===== config.mk =====
export PLATFORM = sky130hd
export DESIGN_NAME = count_stream_top
export DESIGN_NICKNAME = d
export VERILOG_FILES = /design/src/apb_pkg.sv /design/src/count_pkg.sv /design/src/apb_regs.sv /design/src/byte_fifo.sv /design/src/count_stream_top.sv /design/src/event_gate_counter.sv /design/src/packet_framer.sv
export SDC_FILE = /design/constraint.sdc
export NUM_CORES = 1
export LEC_CHECK = 0
export BUFFER_PORTS_ARGS = -buffer_cell sky130_fd_sc_hd__buf_2
export CAP_MARGIN = 25
export CORE_ASPECT_RATIO = 1.1
export CORE_MARGIN = 10
export CORE_UTILIZATION = 50
export CTS_BUF_LIST = sky130_fd_sc_hd__clkbuf_8
export CTS_CLUSTER_SIZE = 24
export DETAILED_ROUTE_END_ITERATION = 8
export GPL_ROUTABILITY_DRIVEN = 0
export PLACE_DENSITY = 0.72
export SYNTH_ARGS = -nofsm -noshare
export SYNTH_HDL_FRONTEND = slang
export SYNTH_SLANG_ARGS = --single-unit
export TNS_END_PERCENT = 50

===== constraint.sdc =====
create_clock -name mclk_i -period 3.5 [get_ports mclk_i]
set_input_delay 0 -clock mclk_i [delete_from_list [all_inputs] [get_ports mclk_i]]
set_output_delay 0 -clock mclk_i [all_outputs]
set_load 0.005 [all_outputs]

===== src/apb_pkg.sv =====
package apb_pkg;

	localparam int APB_ADDR_W = 4;
	localparam int APB_DATA_W = 32;

	// register offsets
	localparam logic [APB_ADDR_W-1:0] ADDR_CTRL   = 4'h0;
	localparam logic [APB_ADDR_W-1:0] ADDR_GATE   = 4'h4;  // gate length in clocks
	localparam logic [APB_ADDR_W-1:0] ADDR_STATUS = 4'h8;
	localparam logic [APB_ADDR_W-1:0] ADDR_DATA   = 4'hc;  // read pops one byte

	// CTRL fields
	localparam int CTRL_EN_BIT = 0;

	localparam logic [APB_DATA_W-1:0] GATE_RST = 32'd1000;

	// STATUS fields, level sits in the low bits
	localparam int STAT_EMPTY_BIT = 8;
	localparam int STAT_BUSY_BIT  = 9;
	localparam int STAT_OVR_LSB   = 16;

endpackage


===== src/count_pkg.sv =====
package count_pkg;

	// counter and sample widths
	localparam int COUNT_W  = 32;  // events per gate
	localparam int SERNUM_W = 16;  // frame serial number

	// frame layout: two sync bytes, serial number, count
	localparam int         FRAME_BYTES = 8;
	localparam int         BYTE_IDX_W  = $clog2(FRAME_BYTES);
	localparam logic [7:0] SYNC_BYTE   = 8'hff;

	// byte FIFO between framer and register block
	localparam int FIFO_DEPTH = 32;  // four full frames
	localparam int FIFO_PTR_W = $clog2(FIFO_DEPTH);
	localparam int FIFO_LVL_W = 6;   // 0 .. FIFO_DEPTH

	// dropped frames, saturating
	localparam int OVR_CNT_W = 16;

endpackage


===== src/apb_regs.sv =====
`timescale 1ns/1ps

module apb_regs (
	input  logic                             mclk_i,
	input  logic                             rst_n_i,
	input  logic                             psel_i,
	input  logic                             penable_i,
	input  logic                             pwrite_i,
	input  logic [apb_pkg::APB_ADDR_W-1:0]   paddr_i,
	input  logic [apb_pkg::APB_DATA_W-1:0]   pwdata_i,
	output logic [apb_pkg::APB_DATA_W-1:0]   prdata_o,
	output logic                             pready_o,
	output logic                             pslverr_o,
	output logic                             enable_o,
	output logic [apb_pkg::APB_DATA_W-1:0]   gate_len_o,
	output logic                             fifo_rd_en_o,
	input  logic [7:0]                       fifo_rd_data_i,
	input  logic                             fifo_empty_i,
	input  logic [count_pkg::FIFO_LVL_W-1:0] fifo_level_i,
	input  logic                             framer_busy_i,
	input  logic [count_pkg::OVR_CNT_W-1:0]  overrun_cnt_i
);

	logic                           access;
	logic                           wr_access;
	logic                           rd_access;
	logic                           addr_hit;
	logic [apb_pkg::APB_DATA_W-1:0] status_word;

	assign access    = psel_i && penable_i;  // zero wait states
	assign wr_access = access && pwrite_i;
	assign rd_access = access && !pwrite_i;

	always_comb begin
		case (paddr_i)
			apb_pkg::ADDR_CTRL,
			apb_pkg::ADDR_GATE,
			apb_pkg::ADDR_STATUS,
			apb_pkg::ADDR_DATA: addr_hit = 1'b1;
			default:            addr_hit = 1'b0;
		endcase
	end

	assign pready_o     = 1'b1;
	assign pslverr_o    = access && !addr_hit;
	assign fifo_rd_en_o = rd_access && (paddr_i == apb_pkg::ADDR_DATA) && !fifo_empty_i;

	always_comb begin
		status_word = '0;
		status_word[count_pkg::FIFO_LVL_W-1:0]                    = fifo_level_i;
		status_word[apb_pkg::STAT_EMPTY_BIT]                      = fifo_empty_i;
		status_word[apb_pkg::STAT_BUSY_BIT]                       = framer_busy_i;
		status_word[apb_pkg::STAT_OVR_LSB +: count_pkg::OVR_CNT_W] = overrun_cnt_i;
	end

	// read mux, idle bus reads as zero
	always_comb begin
		prdata_o = '0;
		if (rd_access) begin
			case (paddr_i)
				apb_pkg::ADDR_CTRL:   prdata_o[apb_pkg::CTRL_EN_BIT] = enable_o;
				apb_pkg::ADDR_GATE:   prdata_o = gate_len_o;
				apb_pkg::ADDR_STATUS: prdata_o = status_word;
				apb_pkg::ADDR_DATA:   prdata_o[7:0] = fifo_empty_i ? 8'h00 : fifo_rd_data_i;
				default:              prdata_o = '0;
			endcase
		end
	end

	always_ff @(posedge mclk_i) begin
		if (!rst_n_i) begin
			enable_o   <= 1'b0;
			gate_len_o <= apb_pkg::GATE_RST;
		end else if (wr_access) begin
			if (paddr_i == apb_pkg::ADDR_CTRL) begin
				enable_o <= pwdata_i[apb_pkg::CTRL_EN_BIT];
			end
			if (paddr_i == apb_pkg::ADDR_GATE) begin
				gate_len_o <= pwdata_i;
			end
		end
	end

endmodule


===== src/byte_fifo.sv =====
`timescale 1ns/1ps

module byte_fifo (
	input  logic                             mclk_i,
	input  logic                             rst_n_i,
	input  logic                             wr_en_i,
	input  logic [7:0]                       wr_data_i,
	input  logic                             rd_en_i,
	output logic [7:0]                       rd_data_o,   // head byte
	output logic                             empty_o,
	output logic                             room_o,      // a frame still fits
	output logic [count_pkg::FIFO_LVL_W-1:0] level_o
);

	logic [7:0]                       mem [count_pkg::FIFO_DEPTH];
	logic [count_pkg::FIFO_PTR_W-1:0] wr_ptr_q;
	logic [count_pkg::FIFO_PTR_W-1:0] rd_ptr_q;
	logic                             wr_ok;
	logic                             rd_ok;

	assign wr_ok = wr_en_i && (level_o != count_pkg::FIFO_DEPTH);  // full drops the byte
	assign rd_ok = rd_en_i && !empty_o;

	assign empty_o   = (level_o == '0);
	assign room_o    = (level_o <= count_pkg::FIFO_DEPTH - count_pkg::FRAME_BYTES);
	assign rd_data_o = mem[rd_ptr_q];

	always_ff @(posedge mclk_i) begin
		if (wr_ok) begin
			mem[wr_ptr_q] <= wr_data_i;
		end
	end

	always_ff @(posedge mclk_i) begin
		if (!rst_n_i) begin
			wr_ptr_q <= '0;
			rd_ptr_q <= '0;
			level_o  <= '0;
		end else begin
			if (wr_ok) begin
				wr_ptr_q <= wr_ptr_q + 1'b1;  // wraps at depth
			end
			if (rd_ok) begin
				rd_ptr_q <= rd_ptr_q + 1'b1;
			end
			case ({wr_ok, rd_ok})
				2'b10:   level_o <= level_o + 1'b1;
				2'b01:   level_o <= level_o - 1'b1;
				default: level_o <= level_o;  // none, or both at once
			endcase
		end
	end

endmodule


===== src/count_stream_top.sv =====
`timescale 1ns/1ps

module count_stream_top (
	input  logic                           mclk_i,
	input  logic                           rst_n_i,
	input  logic                           psel_i,
	input  logic                           penable_i,
	input  logic                           pwrite_i,
	input  logic [apb_pkg::APB_ADDR_W-1:0] paddr_i,
	input  logic [apb_pkg::APB_DATA_W-1:0] pwdata_i,
	output logic [apb_pkg::APB_DATA_W-1:0] prdata_o,
	output logic                           pready_o,
	output logic                           pslverr_o,
	input  logic                           event_i    // asynchronous
);

	logic                             enable;
	logic [apb_pkg::APB_DATA_W-1:0]   gate_len;
	logic                             sample_valid;
	logic [count_pkg::COUNT_W-1:0]    sample_count;
	logic [count_pkg::SERNUM_W-1:0]   sample_sernum;
	logic                             fifo_wr_en;
	logic [7:0]                       fifo_wr_data;
	logic                             fifo_rd_en;
	logic [7:0]                       fifo_rd_data;
	logic                             fifo_empty;
	logic                             fifo_room;
	logic [count_pkg::FIFO_LVL_W-1:0] fifo_level;
	logic                             framer_busy;
	logic [count_pkg::OVR_CNT_W-1:0]  overrun_cnt;

	event_gate_counter i_counter (
		.mclk_i          (mclk_i),
		.rst_n_i         (rst_n_i),
		.event_i         (event_i),
		.enable_i        (enable),
		.gate_len_i      (gate_len),
		.sample_valid_o  (sample_valid),
		.sample_count_o  (sample_count),
		.sample_sernum_o (sample_sernum)
	);

	packet_framer i_framer (
		.mclk_i          (mclk_i),
		.rst_n_i         (rst_n_i),
		.sample_valid_i  (sample_valid),
		.sample_count_i  (sample_count),
		.sample_sernum_i (sample_sernum),
		.fifo_room_i     (fifo_room),
		.fifo_wr_en_o    (fifo_wr_en),
		.fifo_wr_data_o  (fifo_wr_data),
		.busy_o          (framer_busy),
		.overrun_cnt_o   (overrun_cnt)
	);

	byte_fifo i_fifo (
		.mclk_i    (mclk_i),
		.rst_n_i   (rst_n_i),
		.wr_en_i   (fifo_wr_en),
		.wr_data_i (fifo_wr_data),
		.rd_en_i   (fifo_rd_en),
		.rd_data_o (fifo_rd_data),
		.empty_o   (fifo_empty),
		.room_o    (fifo_room),
		.level_o   (fifo_level)
	);

	apb_regs i_regs (
		.mclk_i         (mclk_i),
		.rst_n_i        (rst_n_i),
		.psel_i         (psel_i),
		.penable_i      (penable_i),
		.pwrite_i       (pwrite_i),
		.paddr_i        (paddr_i),
		.pwdata_i       (pwdata_i),
		.prdata_o       (prdata_o),
		.pready_o       (pready_o),
		.pslverr_o      (pslverr_o),
		.enable_o       (enable),
		.gate_len_o     (gate_len),
		.fifo_rd_en_o   (fifo_rd_en),
		.fifo_rd_data_i (fifo_rd_data),
		.fifo_empty_i   (fifo_empty),
		.fifo_level_i   (fifo_level),
		.framer_busy_i  (framer_busy),
		.overrun_cnt_i  (overrun_cnt)
	);

endmodule


===== src/event_gate_counter.sv =====
`timescale 1ns/1ps

module event_gate_counter (
	input  logic                           mclk_i,
	input  logic                           rst_n_i,
	input  logic                           event_i,       // asynchronous
	input  logic                           enable_i,
	input  logic [31:0]                    gate_len_i,    // in clock cycles
	output logic                           sample_valid_o,
	output logic [count_pkg::COUNT_W-1:0]  sample_count_o,
	output logic [count_pkg::SERNUM_W-1:0] sample_sernum_o
);

	logic [1:0]                     sync_q;      // two-flop synchronizer
	logic                           event_d_q;   // last synchronized level
	logic                           rise;
	logic [31:0]                    gate_cnt_q;
	logic [31:0]                    gate_reload;
	logic                           gate_end;
	logic [count_pkg::COUNT_W-1:0]  acc_q;
	logic [count_pkg::SERNUM_W-1:0] sernum_q;

	always_ff @(posedge mclk_i) begin
		if (!rst_n_i) begin
			sync_q    <= '0;
			event_d_q <= 1'b0;
		end else begin
			sync_q    <= {sync_q[0], event_i};
			event_d_q <= sync_q[1];
		end
	end

	assign rise        = sync_q[1] & ~event_d_q;
	assign gate_reload = (gate_len_i == '0) ? '0 : gate_len_i - 32'd1;  // zero acts as one
	assign gate_end    = enable_i && (gate_cnt_q == '0);

	// gate timer sits at the reload value while disabled
	always_ff @(posedge mclk_i) begin
		if (!rst_n_i) begin
			gate_cnt_q <= '0;
		end else if (!enable_i || gate_end) begin
			gate_cnt_q <= gate_reload;
		end else begin
			gate_cnt_q <= gate_cnt_q - 32'd1;
		end
	end

	always_ff @(posedge mclk_i) begin
		if (!rst_n_i) begin
			sample_valid_o <= 1'b0;
			acc_q          <= '0;
			sernum_q       <= '0;
		end else begin
			sample_valid_o <= gate_end;
			if (gate_end) begin
				acc_q    <= {{(count_pkg::COUNT_W-1){1'b0}}, rise};  // edge of last cycle opens next gate
				sernum_q <= sernum_q + 1'b1;
			end else if (enable_i && rise) begin
				acc_q <= acc_q + 1'b1;
			end
		end
	end

	always_ff @(posedge mclk_i) begin
		if (gate_end) begin
			sample_count_o  <= acc_q;
			sample_sernum_o <= sernum_q;
		end
	end

endmodule


===== src/packet_framer.sv =====
`timescale 1ns/1ps

module packet_framer (
	input  logic                            mclk_i,
	input  logic                            rst_n_i,
	input  logic                            sample_valid_i,
	input  logic [count_pkg::COUNT_W-1:0]   sample_count_i,
	input  logic [count_pkg::SERNUM_W-1:0]  sample_sernum_i,
	input  logic                            fifo_room_i,     // space for a whole frame
	output logic                            fifo_wr_en_o,
	output logic [7:0]                      fifo_wr_data_o,
	output logic                            busy_o,
	output logic [count_pkg::OVR_CNT_W-1:0] overrun_cnt_o
);

	logic [count_pkg::COUNT_W-1:0]       count_q;
	logic [count_pkg::SERNUM_W-1:0]      sernum_q;
	logic [count_pkg::BYTE_IDX_W-1:0]    byte_idx_q;
	logic [count_pkg::FRAME_BYTES*8-1:0] frame_word;
	logic                                accept;
	logic                                reject;

	assign accept = sample_valid_i && !busy_o && fifo_room_i;
	assign reject = sample_valid_i && !accept;  // busy or no room

	// first byte on the wire sits in the top bits
	assign frame_word = {count_pkg::SYNC_BYTE, count_pkg::SYNC_BYTE, sernum_q, count_q};

	always_ff @(posedge mclk_i) begin
		if (!rst_n_i) begin
			busy_o        <= 1'b0;
			fifo_wr_en_o  <= 1'b0;
			byte_idx_q    <= '0;
			overrun_cnt_o <= '0;
		end else begin
			if (accept) begin
				busy_o     <= 1'b1;
				byte_idx_q <= '0;
			end else if (busy_o) begin
				if (!fifo_wr_en_o) begin
					fifo_wr_en_o <= 1'b1;  // strobe phase
				end else begin
					fifo_wr_en_o <= 1'b0;  // gap phase
					if (byte_idx_q == count_pkg::FRAME_BYTES - 1) begin
						busy_o <= 1'b0;
					end else begin
						byte_idx_q <= byte_idx_q + 1'b1;
					end
				end
			end
			if (reject && (overrun_cnt_o != '1)) begin
				overrun_cnt_o <= overrun_cnt_o + 1'b1;  // saturates
			end
		end
	end

	always_ff @(posedge mclk_i) begin
		if (accept) begin
			count_q  <= sample_count_i;
			sernum_q <= sample_sernum_i;
		end
		if (busy_o && !fifo_wr_en_o) begin
			fifo_wr_data_o <= frame_word[(count_pkg::FRAME_BYTES - 1 - byte_idx_q) * 8 +: 8];
		end
	end

endmodule


# --- After elaboration in Yosys (flattened, before gate mapping) ---
# Memories as Yosys holds them, arrays and structs flattened. A register that Yosys moved wholly into a read port is not among the register bits.
# Index checks and enable logic that the tools add are counted.
totals:
  register_bits: 258
  ramBits: 256
  out_inout_bits: 34
  wordCells: 104
  mem_count: 1
memory_table:
  columns: ["memory", "words", "word_bits", "read_ports", "rd_clocked_by_memory_dff", "write_ports", "line_no", "text"]
  rows:
  - ["i_fifo.mem", 32, 8, 1, 1, 1, "byte_fifo.sv:15", "logic [7:0] mem [count_pkg::FIFO_DEPTH];"]
classes:
  n_addsub: 11
  n_lt_le_gt_ge: 1
  eq_ne: 8
  shifts: 1
  n_mux: 20
  bitwise: 5
  reduce_logical: 36
ops:
  columns: ["operator", "n"]
  rows:
  - ["two-way mux 32 bit", 3]
  - ["zero test 32 bit", 2]
  - ["variable part select 64 x 33 -> 8 bit", 1]
  - ["subtractor 32 x 1 -> 32 bit (second input constant)", 2]
  - ["case mux 24 bit (2 select lines)", 1]
  - ["adder 16 x 1 -> 16 bit (second input constant)", 2]
  - ["adder 32 x 1 -> 32 bit (second input constant)", 1]
  - ["case mux 7 bit (3 select lines)", 1]
  - ["!= test 16 bit (second input constant)", 1]
  - ["logical AND 1 bit", 15]
  - ["case mux 6 bit (2 select lines)", 1]
  - ["adder 5 x 1 -> 5 bit (second input constant)", 2]
  - ["two-way mux 1 bit", 10]
  - ["two-way mux 5 bit", 2]
  - ["equality test 4 bit (second input constant)", 2]
  - ["two-way mux 8 bit", 1]
  - ["zero test 1 bit", 7]
  - ["adder 6 x 1 -> 6 bit (second input constant)", 1]
  - ["less-or-equal comparator 6 x 5 -> 1 bit (second input constant)", 1]
  - ["zero test 6 bit", 1]
  - ["!= test 6 bit (second input constant)", 1]
  - ["AND reduction 2 bit", 3]
  - ["subtractor 6 x 1 -> 6 bit (second input constant)", 1]
  - ["equality test 4 x 3 -> 1 bit (second input constant)", 1]
  - ["other kinds (14)", 19]

# --- Logic depth before layout (Yosys ltp) ---
depth:
  word_depth: 7
  mapped_depth: 15

# --- Modules after synthesis ---
# A second synthesis with hierarchy kept.
hier_totals:
  cells_unflattened: 1727
  area_unflattened_um2: 22353.9
modules_own_cells:
  columns: ["module", "instances", "cells_each", "area_each_um2"]
  rows:
  - ["byte_fifo", 1, 634, 11074.4]
  - ["event_gate_counter", 1, 633, 6311.1]
  - ["packet_framer", 1, 218, 3121.7]
  - ["apb_regs", 1, 242, 1846.8]

# --- Worst setup path after synthesis ---
# OpenSTA, ideal clock, no wires.
synth_timing:
  path_type: "register to register"
  start: "register i_fifo.level_o[0] (netlist name)"
  end: "register i_fifo.level_o[4] (netlist name)"
  setup_time_ns: 0.128
  arrival_ns: 3.168
  slack_ns: 0.204
  path_stages_with_launch: 16
  synth_period_minus_slack_ns: 3.296
  path_cell_list: "dfxtp_1 clkbuf_1 or4_1 o21a_1 clkbuf_1 inv_1 ha_1 clkbuf_1 xor2_1 ha_1 inv_1 o41a_1 and4b_1 a31oi_1 mux2i_1 nand4_1"
synth_via:
  elab_chain_len: 6
synth_rtl:
  columns: ["element", "line_no", "text"]
  rows:
  - ["from (decl)", "byte_fifo.sv:12", "output logic [count_pkg::FIFO_LVL_W-1:0] level_o"]
  - ["from (signal assigned)", "byte_fifo.sv:47", "2'b10: level_o <= level_o + 1'b1;"]
  - ["from (signal assigned)", "byte_fifo.sv:48", "2'b01: level_o <= level_o - 1'b1;"]
  - ["from (signal assigned)", "byte_fifo.sv:49", "default: level_o <= level_o;"]
  - ["branches (longest 6 deep; another with subtractor 6 x 1 -> 6 bit)", null, null]
# Several ways; the timed one is not identified.
# A chain may end at the register's enable or synchronous reset.

==> run summary <==
The flow ran to the end, and the final reports show no timing, DRC or antenna violations. Setup repair after global routing left no endpoint under its margin. The tools report the number of endpoints with negative hold slack in the final report as 0.

For this design the total switching power over the nets is 2.362 mW. The number of max-capacitance violations reported was 0; the total power per unit cell area was 463.0 nW/um2. The run gives 1 as the number of antenna violations at the first check in global routing. Entering global routing, the biggest net connects 65 pins.

Summed over all failing endpoints, the final setup total negative slack is 0 ns. The number of detailed-routing iterations run before antenna repair is 6, and the share of the clock period used by the worst path after layout is 93.80%. The logs give 0 for the final-report max-slew violation count and 0 for the number of remaining DRC errors. The clock drives 519 sinks. For this configuration, the core starts out at a cell density of 50.66%. The launching point of the worst reg2reg path is i_fifo.level_o[0]. Summed over all layers, the global routing overflow is 0. Worst ir drop on vdd: 0.0003365 V. Power comes to 11.38 mW. Counting every net in the synthesized netlist gives 1627. For this block, the routed nets add up to 44.37 mm of wire. The worst pin sits at a relative slew slack of 29.15%.

The number of DRC violations after detailed-routing iteration 0 is 873, and the clock period minus worst slack is 3.283 ns. For this run, the register share of the synthesized area comes to 65.14%. In this run the worst setup path terminates at prdata_o[6].

The synthesized design contains 360 enable-type register cells. Clock-pin slew was measured on the worst setup and hold paths at 0.06 ns. The tools report the H-tree level count as 3. Net switching is 20.76% of the power.

The insertion delay of the later-clocked pin in the worst-skew pair was 0.63 ns; the routed wire length per instance was 18.87 um. The distinct cell type count of the synthesized netlist came out at 64. Sequential cells burn 57.2% of the power. The row count is 79.

The tree is rooted in a clkbuf_8. The logs give 3.50 ns for the critical path data required time and 13040 for the via count of the first global-routing pass. In this run the cell area of the synthesized design comes to 21480 um2. From bottom edge to top edge, the die measures 237.4 um. The worst-path maximum fanout is 23.

The number of top-level design ports came out at 76. The run gives 2153 as the number of cells after detailed placement. Of the cells placed in the final design, the portion with a size suffix greater than 1 is 17.44%. By instance count, the cell type seen most on the critical path is mux4_2. Using the TritonRoute via totals, the vias-per-cell ratio works out to 5.549.

The tools report the number of synthesis warnings as 0. Class of the most critical hold timing path: in -> reg. The first-pass GRT wire length came out at 70.58 mm. The width of the die is 217.6 um. On the critical path, the stage with the largest delay is an instance of dfxtp_4. Classification of the worst setup path: reg -> out.

The die area was 51670 um2. Combinational logic is responsible for 1.6% of the overall power. The logs give 0 for the count of cells resized by post-cts repair and 2351 for the non-filler instance count after layout.

Synthesis inferred 519 register bits. The cell-internal power was 9.019 mW; the number of buffer cells added on primary ports was 74. The worst setup path is launched from a register. Once detail routing completed, the nets flagged for antenna violations numbered 0. The analysis attributes to cell leakage a power of 7.992 nW. The arrival time at the worst endpoint is 3.28 ns. The detailed router placed 13050 vias in this run. The worst hold path passes through 5 cells.

A synthesized cell averages 13.68 um2. In this run the register-to-register setup slack is 0.37 ns. The tools report the capturing element type of the critical path as an output pin. Global-route usage over all layers: 17.18%. Fill cells in the final layout number 3259. In this run, CTS created clock tree buffers numbering 78. On the worst path, the slowest cell contributes a delay of 0.65 ns.

The area of the core was 42400 um2; the count of nets after finishing was 1777. The power share of the clock group was 41.2%; the actual slew at the worst max-slew pin was 1.063 ns. The share of synthesized registers carrying an async set or reset works out to 0%. The highest clock rate was 304.6 MHz.

The leading register cell type out of synthesis is edfxtp_1. Compared with the post-synthesis result, the final layout area differs by 14.43%. The endpoint identified for the worst register-to-register timing path is i_fifo.level_o[4].

The run gives 0 as the number of setup violations in the final report. For the worst clock skew, the log shows 0.02278 ns. The number of cells on the worst reg-to-reg path is 12.

TritonCTS built the clock tree. The tools report the detailed placement HPWL as 29.26 mm. Traced cell by cell, the critical path runs through buf_12 -> mux4_2 -> mux4_2 -> nand2b_1 -> a32oi_1 -> nor2_1 -> buf_2. The cell count after synthesis was 1570. The largest buffer count on any clock path is 3.
==> timing repair <==
action / 4_1_cts / 5_1_grt
endpoints found under the hold margin: 50 / 0
hold buffers: 49 / 0
setup buffers: 0 / 0
setup endpoints to repair: 0 / 0
==> layout by cell type, fill, tap and decap left out, drive strengths merged, types with 7 or more instances in the layout <==
cell type,n
dlygate4sd3,49
mux4,81
nor4,19
and2,12
nand2,120
dfxtp,159
xnor2,62
xor2,55
or3,15
or4,10
mux2i,38
inv,55
o21ai,11
nand3,41
clkbuf,91
nand4,28
buf,106
and4,9
a22oi,31
nand2b,15
clkinv,19
and3,16
ha,15
a21oi,60
nor2,166
nor2b,13
nand3b,7
edfxtp,360
o22ai,30
nor3,37
==> metal layers <==
| metal | GRT usage, % | vias to the layer above | wire, um |
|---|---|---|---|
| met4 | 7.102 | 0 | 1285 |
| met3 | 3.671 | 89 | 2671 |
| met5 | 0 | - | 0 |
| met1 | 20.89 | 6363 | 17940 |
| met2 | 29.20 | 387 | 22470 |
| li1 | - | 6207 | - |
==> sequential cells by signal (all words and copies together), names as in the netlist, 2 cells and up, named ones only <==
name                       flops
i_framer.fifo_wr_data_o        8
i_framer.sernum_q             16
i_fifo.mem                   256
i_regs.gate_len_o             32
i_fifo.wr_ptr_q                5
i_framer.count_q              32
i_fifo.level_o                 6
i_counter.sample_count_o      32
i_counter.sernum_q            16
i_counter.gate_cnt_q          32
i_counter.acc_q               32
i_fifo.rd_ptr_q                5
i_counter.sync_q               2
i_framer.overrun_cnt_o        16
i_framer.byte_idx_q            3
i_counter.sample_sernum_o     16
==> cell usage after synthesis, types with 5 or more instances <==
library cell    n  area (um2)
nand2b_1       15       93.84
nor4_1         17       106.4
a22oi_1        31       232.7
nand2_1       119       446.7
xor2_1         55       481.7
nand4_1        28       175.2
nor2b_1        13       81.33
mux4_2         81        1824
and2_1         12       75.07
mux2i_1        38       380.4
buf_1           5       18.77
ha_1           15       187.7
inv_1          24       90.09
xnor2_1        62       543.0
edfxtp_1      360       10810
o22ai_1        30       187.7
and4_1          9       78.83
dfxtp_1       159        3183
nand3_1        41       205.2
nand3b_1        7       52.55
or3_1          12       75.07
a21oi_1        60       300.3
or4_1           8       60.06
nor2_1        166       623.1
nor3_1         36       180.2
clkbuf_1       66       247.7
o21ai_0        11       55.05
and3_1         16       100.1
buf_2          11       55.05
==> final cells by class <==
cell class / count / area, um2 / share of cell area (%)
Sequential cell: 519 / 14000 / 56.94
Multi-Input combinational cell: 942 / 7058 / 28.71
Clock buffer: 91 / 1252 / 5.095
Timing Repair Buffer: 155 / 1226 / 4.988
Tap cell: 567 / 709.4 / 2.886
Clock inverter: 52 / 246.5 / 1.003
Inverter: 24 / 90.09 / 0.3664
Antenna cell: 1 / 2.502 / 0.01018
==> cell families after synthesis <==
| kind of cell | count (synthesis) | share of synthesized area, % |
|---|---|---|
| muxes | 120 | 10.31 |
| DFF | 519 | 65.14 |
| other | 1 | 0.01746 |
| and+or+nand+nor | 530 | 12.24 |
| buffers and inverters | 109 | 2.038 |
| adders and majority gates | 15 | 0.8736 |
| AOI/OAI and AO/OA | 159 | 4.607 |
| xor gates and xnor gates | 117 | 4.770 |
==> worst min-delay path by stage <==
stage / startpoint / end / slack, ns
3_3_place_gp: event_i / i_counter.sync_q[0] / 0.21
4_1_cts: penable_i / i_regs.gate_len_o[20] / 0.001
3_5_place_dp: event_i / i_counter.sync_q[0] / 0.21
5_1_grt: penable_i / i_regs.gate_len_o[13] / 0.1
6_report: penable_i / i_regs.gate_len_o[16] / 0.05
2_1_floorplan: paddr_i[0] / prdata_o[0] / 0.04
==> metrics by stage <==
stage               util (%)  area [um2]  hold slack, ns  setup slack [ns]
floorplan                  -       21480         0.03533            0.2039
global placement       52.98       22470          0.2083            0.5171
detailed placement     52.98       22470          0.2125            0.4600
CTS                    57.67       24460        0.001126            0.1244
global route           57.97       24580         0.09679           0.05858
finish                 57.97       24580         0.05312            0.2169
==> power by group through the flow <==
stage	Sequential [mW]	Combinational [mW]	Clock (mW)
global placement	6.64	0.142	0
detailed placement	6.64	0.144	0
global route	6.51	0.198	5.07
finish	6.51	0.180	4.69
floorplan	6.63	0.0927	0
CTS	6.51	0.176	4.82
==> critical path, delay by kind of cell, from the launching register on <==
family	cells	cell delay, ns
muxes	2	1.01
AOI/OAI and AO/OA	1	0.24
buffers and inverters	2	0.42
and+or+nand+nor	2	0.31
DFF	1	0.65
(Power assumes the default switching activity.)
